==> config.mk <==
export PLATFORM = sky130hd
export DESIGN_NAME = rv_exec_core
export DESIGN_NICKNAME = d
export VERILOG_FILES = /design/src/logic/rv_pkg.sv /design/src/logic/rv_decoder.sv /design/src/logic/rv_regfile.sv /design/src/logic/rv_alu.sv /design/src/logic/rv_exec_core.sv
export SDC_FILE = /design/constraint.sdc
export NUM_CORES = 2
export LEC_CHECK = 0
export ABC_CLOCK_PERIOD_IN_PS = 10900
export BUFFER_PORTS_ARGS = -buffer_cell sky130_fd_sc_hd__buf_2
export CORE_ASPECT_RATIO = 0.9
export CORE_MARGIN = 2
export CORE_UTILIZATION = 50
export CTS_BUF_LIST = sky130_fd_sc_hd__clkbuf_8
export DETAILED_ROUTE_END_ITERATION = 10
export PLACE_DENSITY_LB_ADDON = 0.05
export RECOVER_POWER = 25
export SYNTH_ARGS = -nofsm -noshare
export SYNTH_HDL_FRONTEND = slang
export SYNTH_SLANG_ARGS = --single-unit
==> constraint.sdc <==
create_clock -name clk -period 10.9 [get_ports clk]
set_input_delay 1.635 -clock clk [delete_from_list [all_inputs] [get_ports clk]]
set_output_delay 1.635 -clock clk [all_outputs]
set_load 0.03 [all_outputs]
==> src/logic/rv_pkg.sv <==
`default_nettype none

package rv_pkg;

  localparam int XLEN       = 32;
  localparam int REG_ADDR_W = 5;
  localparam int NUM_REGS   = 1 << REG_ADDR_W;

  // Shift amount comes from the low bits of operand B
  localparam int SHAMT_W = $clog2(XLEN);

  localparam logic [6:0] FUNCT7_BASE = 7'h00;
  localparam logic [6:0] FUNCT7_ALT  = 7'h20;

  // Major opcodes handled by the execute subsystem
  typedef enum logic [6:0] {
    OPC_OP     = 7'b0110011,
    OPC_OP_IMM = 7'b0010011,
    OPC_LUI    = 7'b0110111
  } opcode_e;

  typedef enum logic [3:0] {
    ALU_ADD,
    ALU_SUB,
    ALU_AND,
    ALU_OR,
    ALU_XOR,
    ALU_SLL,
    ALU_SRL,
    ALU_SRA,
    ALU_SLT,
    ALU_SLTU,
    ALU_PASS_B
  } alu_op_e;

  // Decoder output, before the register read
  typedef struct packed {
    alu_op_e               alu_op;
    logic [REG_ADDR_W-1:0] rs1;
    logic [REG_ADDR_W-1:0] rs2;
    logic [REG_ADDR_W-1:0] rd;
    logic [XLEN-1:0]       imm;
    logic                  use_imm;
    logic                  zero_a;
  } dec_t;

  // Execute stage register contents
  typedef struct packed {
    alu_op_e               alu_op;
    logic [XLEN-1:0]       a;
    logic [XLEN-1:0]       b;
    logic [REG_ADDR_W-1:0] rd;
  } ex_t;

  typedef struct packed {
    logic [REG_ADDR_W-1:0] rd;
    logic [XLEN-1:0]       data;
  } wb_t;

endpackage

`default_nettype wire

==> src/logic/rv_decoder.sv <==
`timescale 1ns/1ps
`default_nettype none

module rv_decoder
  import rv_pkg::*;
(
  input  logic [XLEN-1:0] instr,
  output dec_t            dec,
  output logic            legal
);

  opcode_e    opcode;
  logic [2:0] funct3;
  logic [6:0] funct7;
  logic       funct7_base;
  logic       funct7_alt;
  logic       alt_allowed;
  logic       is_shift;

  // Shared funct3 mapping for OP and OP-IMM
  function automatic alu_op_e funct3_op(input logic [2:0] f3, input logic alt);
    case (f3)
      3'b000:  funct3_op = alt ? ALU_SUB : ALU_ADD;
      3'b001:  funct3_op = ALU_SLL;
      3'b010:  funct3_op = ALU_SLT;
      3'b011:  funct3_op = ALU_SLTU;
      3'b100:  funct3_op = ALU_XOR;
      3'b101:  funct3_op = alt ? ALU_SRA : ALU_SRL;
      3'b110:  funct3_op = ALU_OR;
      default: funct3_op = ALU_AND;
    endcase
  endfunction

  assign opcode = opcode_e'(instr[6:0]);
  assign funct3 = instr[14:12];
  assign funct7 = instr[31:25];

  assign funct7_base = (funct7 == FUNCT7_BASE);
  assign funct7_alt  = (funct7 == FUNCT7_ALT);

  // Only SUB and SRA/SRAI have an alternate encoding
  assign alt_allowed = (funct3 == 3'b000) || (funct3 == 3'b101);
  assign is_shift    = (funct3[1:0] == 2'b01);

  always_comb begin
    dec         = '0;
    dec.alu_op  = ALU_ADD;
    dec.rs1     = instr[19:15];
    dec.rs2     = instr[24:20];
    dec.rd      = instr[11:7];
    dec.imm     = {{(XLEN-12){instr[31]}}, instr[31:20]};
    dec.use_imm = 1'b0;
    dec.zero_a  = 1'b0;
    legal       = 1'b0;

    case (opcode)
      OPC_OP: begin
        dec.alu_op = funct3_op(funct3, funct7_alt);
        legal      = funct7_base || (funct7_alt && alt_allowed);
      end

      OPC_OP_IMM: begin
        dec.use_imm = 1'b1;
        // ADDI has no SUB form, so alt only counts for right shifts
        dec.alu_op  = funct3_op(funct3, funct7_alt && (funct3 == 3'b101));
        if (is_shift) begin
          legal = funct7_base || (funct7_alt && funct3[2]);
        end else begin
          legal = 1'b1;
        end
      end

      OPC_LUI: begin
        dec.alu_op  = ALU_PASS_B;
        dec.imm     = {instr[31:12], 12'b0};
        dec.use_imm = 1'b1;
        dec.zero_a  = 1'b1;
        legal       = 1'b1;
      end

      default: begin
        legal = 1'b0;
      end
    endcase
  end

endmodule

`default_nettype wire

==> src/logic/rv_regfile.sv <==
`timescale 1ns/1ps
`default_nettype none

module rv_regfile
  import rv_pkg::*;
(
  input  logic                  clk,
  input  logic                  rst_n,
  input  logic [REG_ADDR_W-1:0] rs1_addr,
  input  logic [REG_ADDR_W-1:0] rs2_addr,
  output logic [XLEN-1:0]       rs1_data,
  output logic [XLEN-1:0]       rs2_data,
  input  logic                  wr_en,
  input  wb_t                   wr
);

  // x0 has no storage
  logic [XLEN-1:0] regs [1:NUM_REGS-1];
  logic            wr_active;
  logic            rs1_fwd;
  logic            rs2_fwd;

  assign wr_active = wr_en && (wr.rd != '0);

  always_ff @(posedge clk) begin
    if (!rst_n) begin
      for (int i = 1; i < NUM_REGS; i++) begin
        regs[i] <= '0;
      end
    end else if (wr_active) begin
      regs[wr.rd] <= wr.data;
    end
  end

  // Write-through so a dependent read in the same cycle sees the new value
  assign rs1_fwd = wr_active && (rs1_addr == wr.rd);
  assign rs2_fwd = wr_active && (rs2_addr == wr.rd);

  always_comb begin
    if (rs1_addr == '0) begin
      rs1_data = '0;
    end else if (rs1_fwd) begin
      rs1_data = wr.data;
    end else begin
      rs1_data = regs[rs1_addr];
    end
  end

  always_comb begin
    if (rs2_addr == '0) begin
      rs2_data = '0;
    end else if (rs2_fwd) begin
      rs2_data = wr.data;
    end else begin
      rs2_data = regs[rs2_addr];
    end
  end

  // Known addresses after reset must give known data
  a_read_known: assert property (
    @(posedge clk) disable iff (!rst_n)
    !$isunknown({rs1_addr, rs2_addr}) |-> !$isunknown({rs1_data, rs2_data})
  );

endmodule

`default_nettype wire

==> src/logic/rv_alu.sv <==
`timescale 1ns/1ps
`default_nettype none

module rv_alu
  import rv_pkg::*;
(
  input  ex_t             ex,
  output logic [XLEN-1:0] result
);

  logic [SHAMT_W-1:0] shamt;
  logic               lt_signed;
  logic               lt_unsigned;

  assign shamt = ex.b[SHAMT_W-1:0];

  assign lt_signed   = $signed(ex.a) < $signed(ex.b);
  assign lt_unsigned = ex.a < ex.b;

  always_comb begin
    case (ex.alu_op)
      ALU_ADD: begin
        result = ex.a + ex.b;
      end
      ALU_SUB: begin
        result = ex.a - ex.b;
      end
      ALU_AND: begin
        result = ex.a & ex.b;
      end
      ALU_OR: begin
        result = ex.a | ex.b;
      end
      ALU_XOR: begin
        result = ex.a ^ ex.b;
      end
      ALU_SLL: begin
        result = ex.a << shamt;
      end
      ALU_SRL: begin
        result = ex.a >> shamt;
      end
      ALU_SRA: begin
        // Sign bit fills from the left
        result = $signed(ex.a) >>> shamt;
      end
      ALU_SLT: begin
        result = XLEN'(lt_signed);
      end
      ALU_SLTU: begin
        result = XLEN'(lt_unsigned);
      end
      ALU_PASS_B: begin
        result = ex.b;
      end
      default: begin
        result = '0;
      end
    endcase
  end

endmodule

`default_nettype wire

==> src/logic/rv_exec_core.sv <==
`timescale 1ns/1ps
`default_nettype none

module rv_exec_core
  import rv_pkg::*;
(
  input  logic            clk,
  input  logic            rst_n,
  input  logic            instr_valid,
  input  logic [XLEN-1:0] instr,
  output logic            wb_valid,
  output wb_t             wb,
  output logic            illegal
);

  dec_t            dec;
  logic            legal;
  logic            issue;
  logic [XLEN-1:0] rs1_data;
  logic [XLEN-1:0] rs2_data;
  ex_t             ex_next;
  ex_t             ex_q;
  logic            ex_valid;
  logic [XLEN-1:0] alu_result;
  wb_t             ex_wr;

  rv_decoder u_decoder (
    .instr (instr),
    .dec   (dec),
    .legal (legal)
  );

  // Read ports sit in the decode cycle, the write port in execute
  rv_regfile u_regfile (
    .clk      (clk),
    .rst_n    (rst_n),
    .rs1_addr (dec.rs1),
    .rs2_addr (dec.rs2),
    .rs1_data (rs1_data),
    .rs2_data (rs2_data),
    .wr_en    (ex_valid),
    .wr       (ex_wr)
  );

  assign issue = instr_valid && legal;

  // Operand select
  always_comb begin
    ex_next.alu_op = dec.alu_op;
    ex_next.a      = dec.zero_a ? '0 : rs1_data;
    ex_next.b      = dec.use_imm ? dec.imm : rs2_data;
    ex_next.rd     = dec.rd;
  end

  always_ff @(posedge clk) begin
    if (!rst_n) begin
      ex_valid <= 1'b0;
      wb_valid <= 1'b0;
      illegal  <= 1'b0;
    end else begin
      ex_valid <= issue;
      wb_valid <= ex_valid;
      illegal  <= instr_valid && !legal;
    end
  end

  always_ff @(posedge clk) begin
    if (issue) begin
      ex_q <= ex_next;
    end
  end

  rv_alu u_alu (
    .ex     (ex_q),
    .result (alu_result)
  );

  assign ex_wr.rd   = ex_q.rd;
  assign ex_wr.data = alu_result;

  // Writeback register mirrors the register file commit
  always_ff @(posedge clk) begin
    if (ex_valid) begin
      wb <= ex_wr;
    end
  end

  // Dependent decode right behind a write sees the ALU result
  a_fwd_rs1: assert property (
    @(posedge clk) disable iff (!rst_n)
    (ex_valid && ex_wr.rd != '0 && dec.rs1 == ex_wr.rd) |-> (rs1_data == ex_wr.data)
  );

  a_fwd_rs2: assert property (
    @(posedge clk) disable iff (!rst_n)
    (ex_valid && ex_wr.rd != '0 && dec.rs2 == ex_wr.rd) |-> (rs2_data == ex_wr.data)
  );

endmodule

`default_nettype wire

==> flow_summary_export.csv <==
group,metric,value,unit
clock_tree,clkSlewWorstSetupHoldPaths,0.06,ns
synth,synth_edf_count,1134,
worst_setup_path,crit_path_end_kind,"register",
job,maxCapViolations,21,
grt,grt_first_pass_wirelength,377,mm
worst_setup_path,critical_path_arrival,7.88,ns
synth,yosysSeqAreaShare,0.511,
synth,ys_ff_latch,1137,
sta,fin_crit_sh,0.672,
worst_setup_path,timing.rr.end,"u_regfile.regs[5][12]",
drt,drc,0,
synth,synthFlopType,"edfxtp_1",
sta,hold_violations,0,
run_status,violations,"capacitance limit, slew limit",
synth,avgSynthCellArea,12.3,sq um
drt,detail_route.first_pass.iterations,6,
synth,yosys.area.top_type,"edfxtp_1",
clock_tree,cts_setup_buffers,0,
floorplan,die_area,0.136,sq mm
floorplan,die_w,389,um
finish,drive_above_1_share,0.195,
clock_tree,clockRootBuffer,"clkbuf_8",
clock_tree,clock_path_buffers,3,
drt,num_vias,51300,
finish,n_fill_cell,11400,
worst_setup_path,rrSetupSlack,3.58,ns
drt,drt_wl_total,271,mm
grt,grt-ovfl-total,0,
place,dp_slack,5.24,ns
drt,postRouteAntennaNets,0,
floorplan,start_util,0.502,
worst_setup_path,max_stage_delay,2.61,ns
sta,max_clock_freq,137,MHz
sta,whs,0.782,ns
grt,grt_pass1_vias,48700,
floorplan,core-area,0.133,sq mm
synth,synthTopCellsByArea,"edfxtp_1, mux4_2, nor2_1",
place,dp_hpwl,160,mm
hold_path,holdPathEnd,"wb[32]",
grt,antenna_found_initial,6,
hold_path,min_from,"ex_q[0]",
place,place_area,0.0687,sq mm
grt,grt_usage,0.395,
place,place.gp.congestion,0.982,
drt,drtIter0Drc,8301,
worst_setup_path,r2r-start,"ex_valid",
place,portBuffers,73,
power_and_ir_drop,leakagePower,25.5,nW
worst_setup_path,critical_path_class,"reg2reg",
sta,worst_slew_pin_slew,4.17,ns
sta,slew_headroom,-1.78,
synth,synthDistinctLibCells,109,
synth,synthArstFlopShare,0,
hold_path,min_path_type,"reg2reg",
floorplan,placementRows,127,
worst_setup_path,crit_required,11.46,ns
power_and_ir_drop,irDropWorstVdd,0.101,mV
clock_tree,clock_sinks,1137,
drt,routedWlPerCell,37.6,um
hold_path,holdPathStages,0,
worst_setup_path,crit_start,"ex_valid",
worst_setup_path,startpoint_type,"register",
clock_tree,clock_latency,0.94,ns
worst_setup_path,worstRegToRegCells,6,
clock_tree,cts_tree,"done",
sta,fin_crit,7.32,ns
synth,yosysTopAreaCellShare,0.510,
sta,clock_skew,0.0656,ns
floorplan,pin_count,74,
sta,maxSlewViolCount,616,
synth,syn-cell-area,0.0667,sq mm
synth,syn-instance-count,5410,
sta,setup_viol,0,
finish,final_area,0.0718,sq mm
worst_setup_path,path_cells,"and2_0 -> and3b_1 -> nand2_2 -> clkbuf_1 -> nand2_1 -> buf_4",
floorplan,die_y,351,um
finish,areaGrowthSynthToFinish,7.61,%
worst_setup_path,critical-path-slowest-cell,"clkbuf_1",
clock_tree,cts_resized,0,
clock_tree,ctsHoldBuffers,0,
drt,via_per_inst,7.10,
finish,nets,5473,
sta,setup_tns,0,ns
sta,layout_setup_ws,3.58,ns
grt,grt_max_degree,103,
worst_setup_path,cp_max_fo,33,
clock_tree,cts_buffers,190,
run_status,outcome,"complete, but fails checks",
synth,yosys_warnings,0,
sta,rsz0062_at_grt,"false",
power_and_ir_drop,cellPowerDensity,133,mW/mm^2
clock_tree,cts_max_level,4,
## flip-flops by register name, indices dropped and copies added (netlist names)
signal          cells
wb                 37
illegal             1
ex_valid            1
u_regfile.regs   1024
ex_q               73
wb_valid            1
## synth_stat cells (13+ instances only)
library cell,number
nor2_1,1244
edfxtp_1,1134
mux4_2,486
clkbuf_1,331
mux2i_1,262
o21ai_0,230
a21oi_1,225
nand2_1,187
buf_2,136
inv_1,136
ha_1,103
o211ai_1,84
mux2_2,82
a22oi_1,80
a221oi_1,71
nor2b_1,40
buf_1,32
nand3_1,32
nor3_1,32
a211oi_1,29
o221ai_1,23
a31oi_1,21
nand2b_1,20
a21o_1,18
o22ai_1,18
nor4_1,17
buf_4,15
a211o_1,13
a222oi_1,13
## placed cells by master (no fill, tap or decap), drive strengths merged, types with 23 or more instances in the layout
master	count
edfxtp	1134
a22oi	80
o221ai	23
clkinv	66
a21oi	229
nor3	37
ha	103
clkbuf	243
mux2i	262
mux2	83
nand2	187
o211ai	84
mux4	495
o21ai	237
nor2b	40
nand3	32
inv	207
a221oi	72
a211oi	32
buf	179
conb	32
nor2	1244
## report_power, final
group          switching, mW  internal [mW]  total, mW  leakage [nW]
combinational          0.631          0.392       1.02          12.1
sequential            0.0771           4.95       5.03          11.5
clock                   1.83           1.66       3.49          1.92
## per-stage QoR
stage                     power [mW]  cells   util
final                           9.55   7217  0.540
after global routing            9.79   7217  0.540
after CTS                       9.53   7215  0.542
after detailed placement        6.11   6882  0.517
after global placement          6.10   6882  0.517
after floorplan                 5.72   5441      -
## worst max-delay path: cells and delay by family (launching register included)
kind	cells	cell delay, ns
buffers and inverters	2	3.29
DFF	1	0.97
and+or+nand+nor	4	2.61
## layout make-up
| class | count | area (sq um) | area share |
|---|---|---|---|
| sequential | 1137 | 34100 | 0.475 |
| multi-input combinational | 3635 | 30100 | 0.419 |
| clock buffer | 192 | 2640 | 0.0368 |
| tap | 1741 | 2180 | 0.0303 |
| timing repair buffer | 230 | 1560 | 0.0217 |
| clock inverter | 141 | 654 | 0.00912 |
| inverter | 139 | 522 | 0.00727 |
| antenna | 2 | 5.00 | 0.0000697 |
## cells by family after synthesis
family | Yosys count | share of synthesized area
simple gates | 1666 | 0.103
mux | 840 | 0.221
other cells | 1 | 0.0000562
compound gates | 979 | 0.0994
xor+xnor | 13 | 0.00171
buf+inv | 669 | 0.0432
flops | 1137 | 0.511
fa+ha+maj | 105 | 0.0199
## worst max path at each step
stage | slack (ns) | cells past startpoint | to
floorplan | 6.00 | 6 | ex_q[0]
global placement | 5.23 | 11 | ex_q[53]
detailed placement | 5.24 | 11 | ex_q[50]
CTS | 5.36 | 12 | ex_q[33]
global route | 3.82 | 6 | u_regfile.regs[5][12]
finish | 3.58 | 6 | u_regfile.regs[5][12]
## metal layers
| layer | wire length [um] | GRT usage |
|---|---|---|
| met5 | 41 | 0 |
| met4 | 13200 | 0.183 |
| met3 | 33400 | 0.0912 |
| met2 | 122000 | 0.600 |
| met1 | 103000 | 0.543 |
Power figures use the tool's default switching activity.
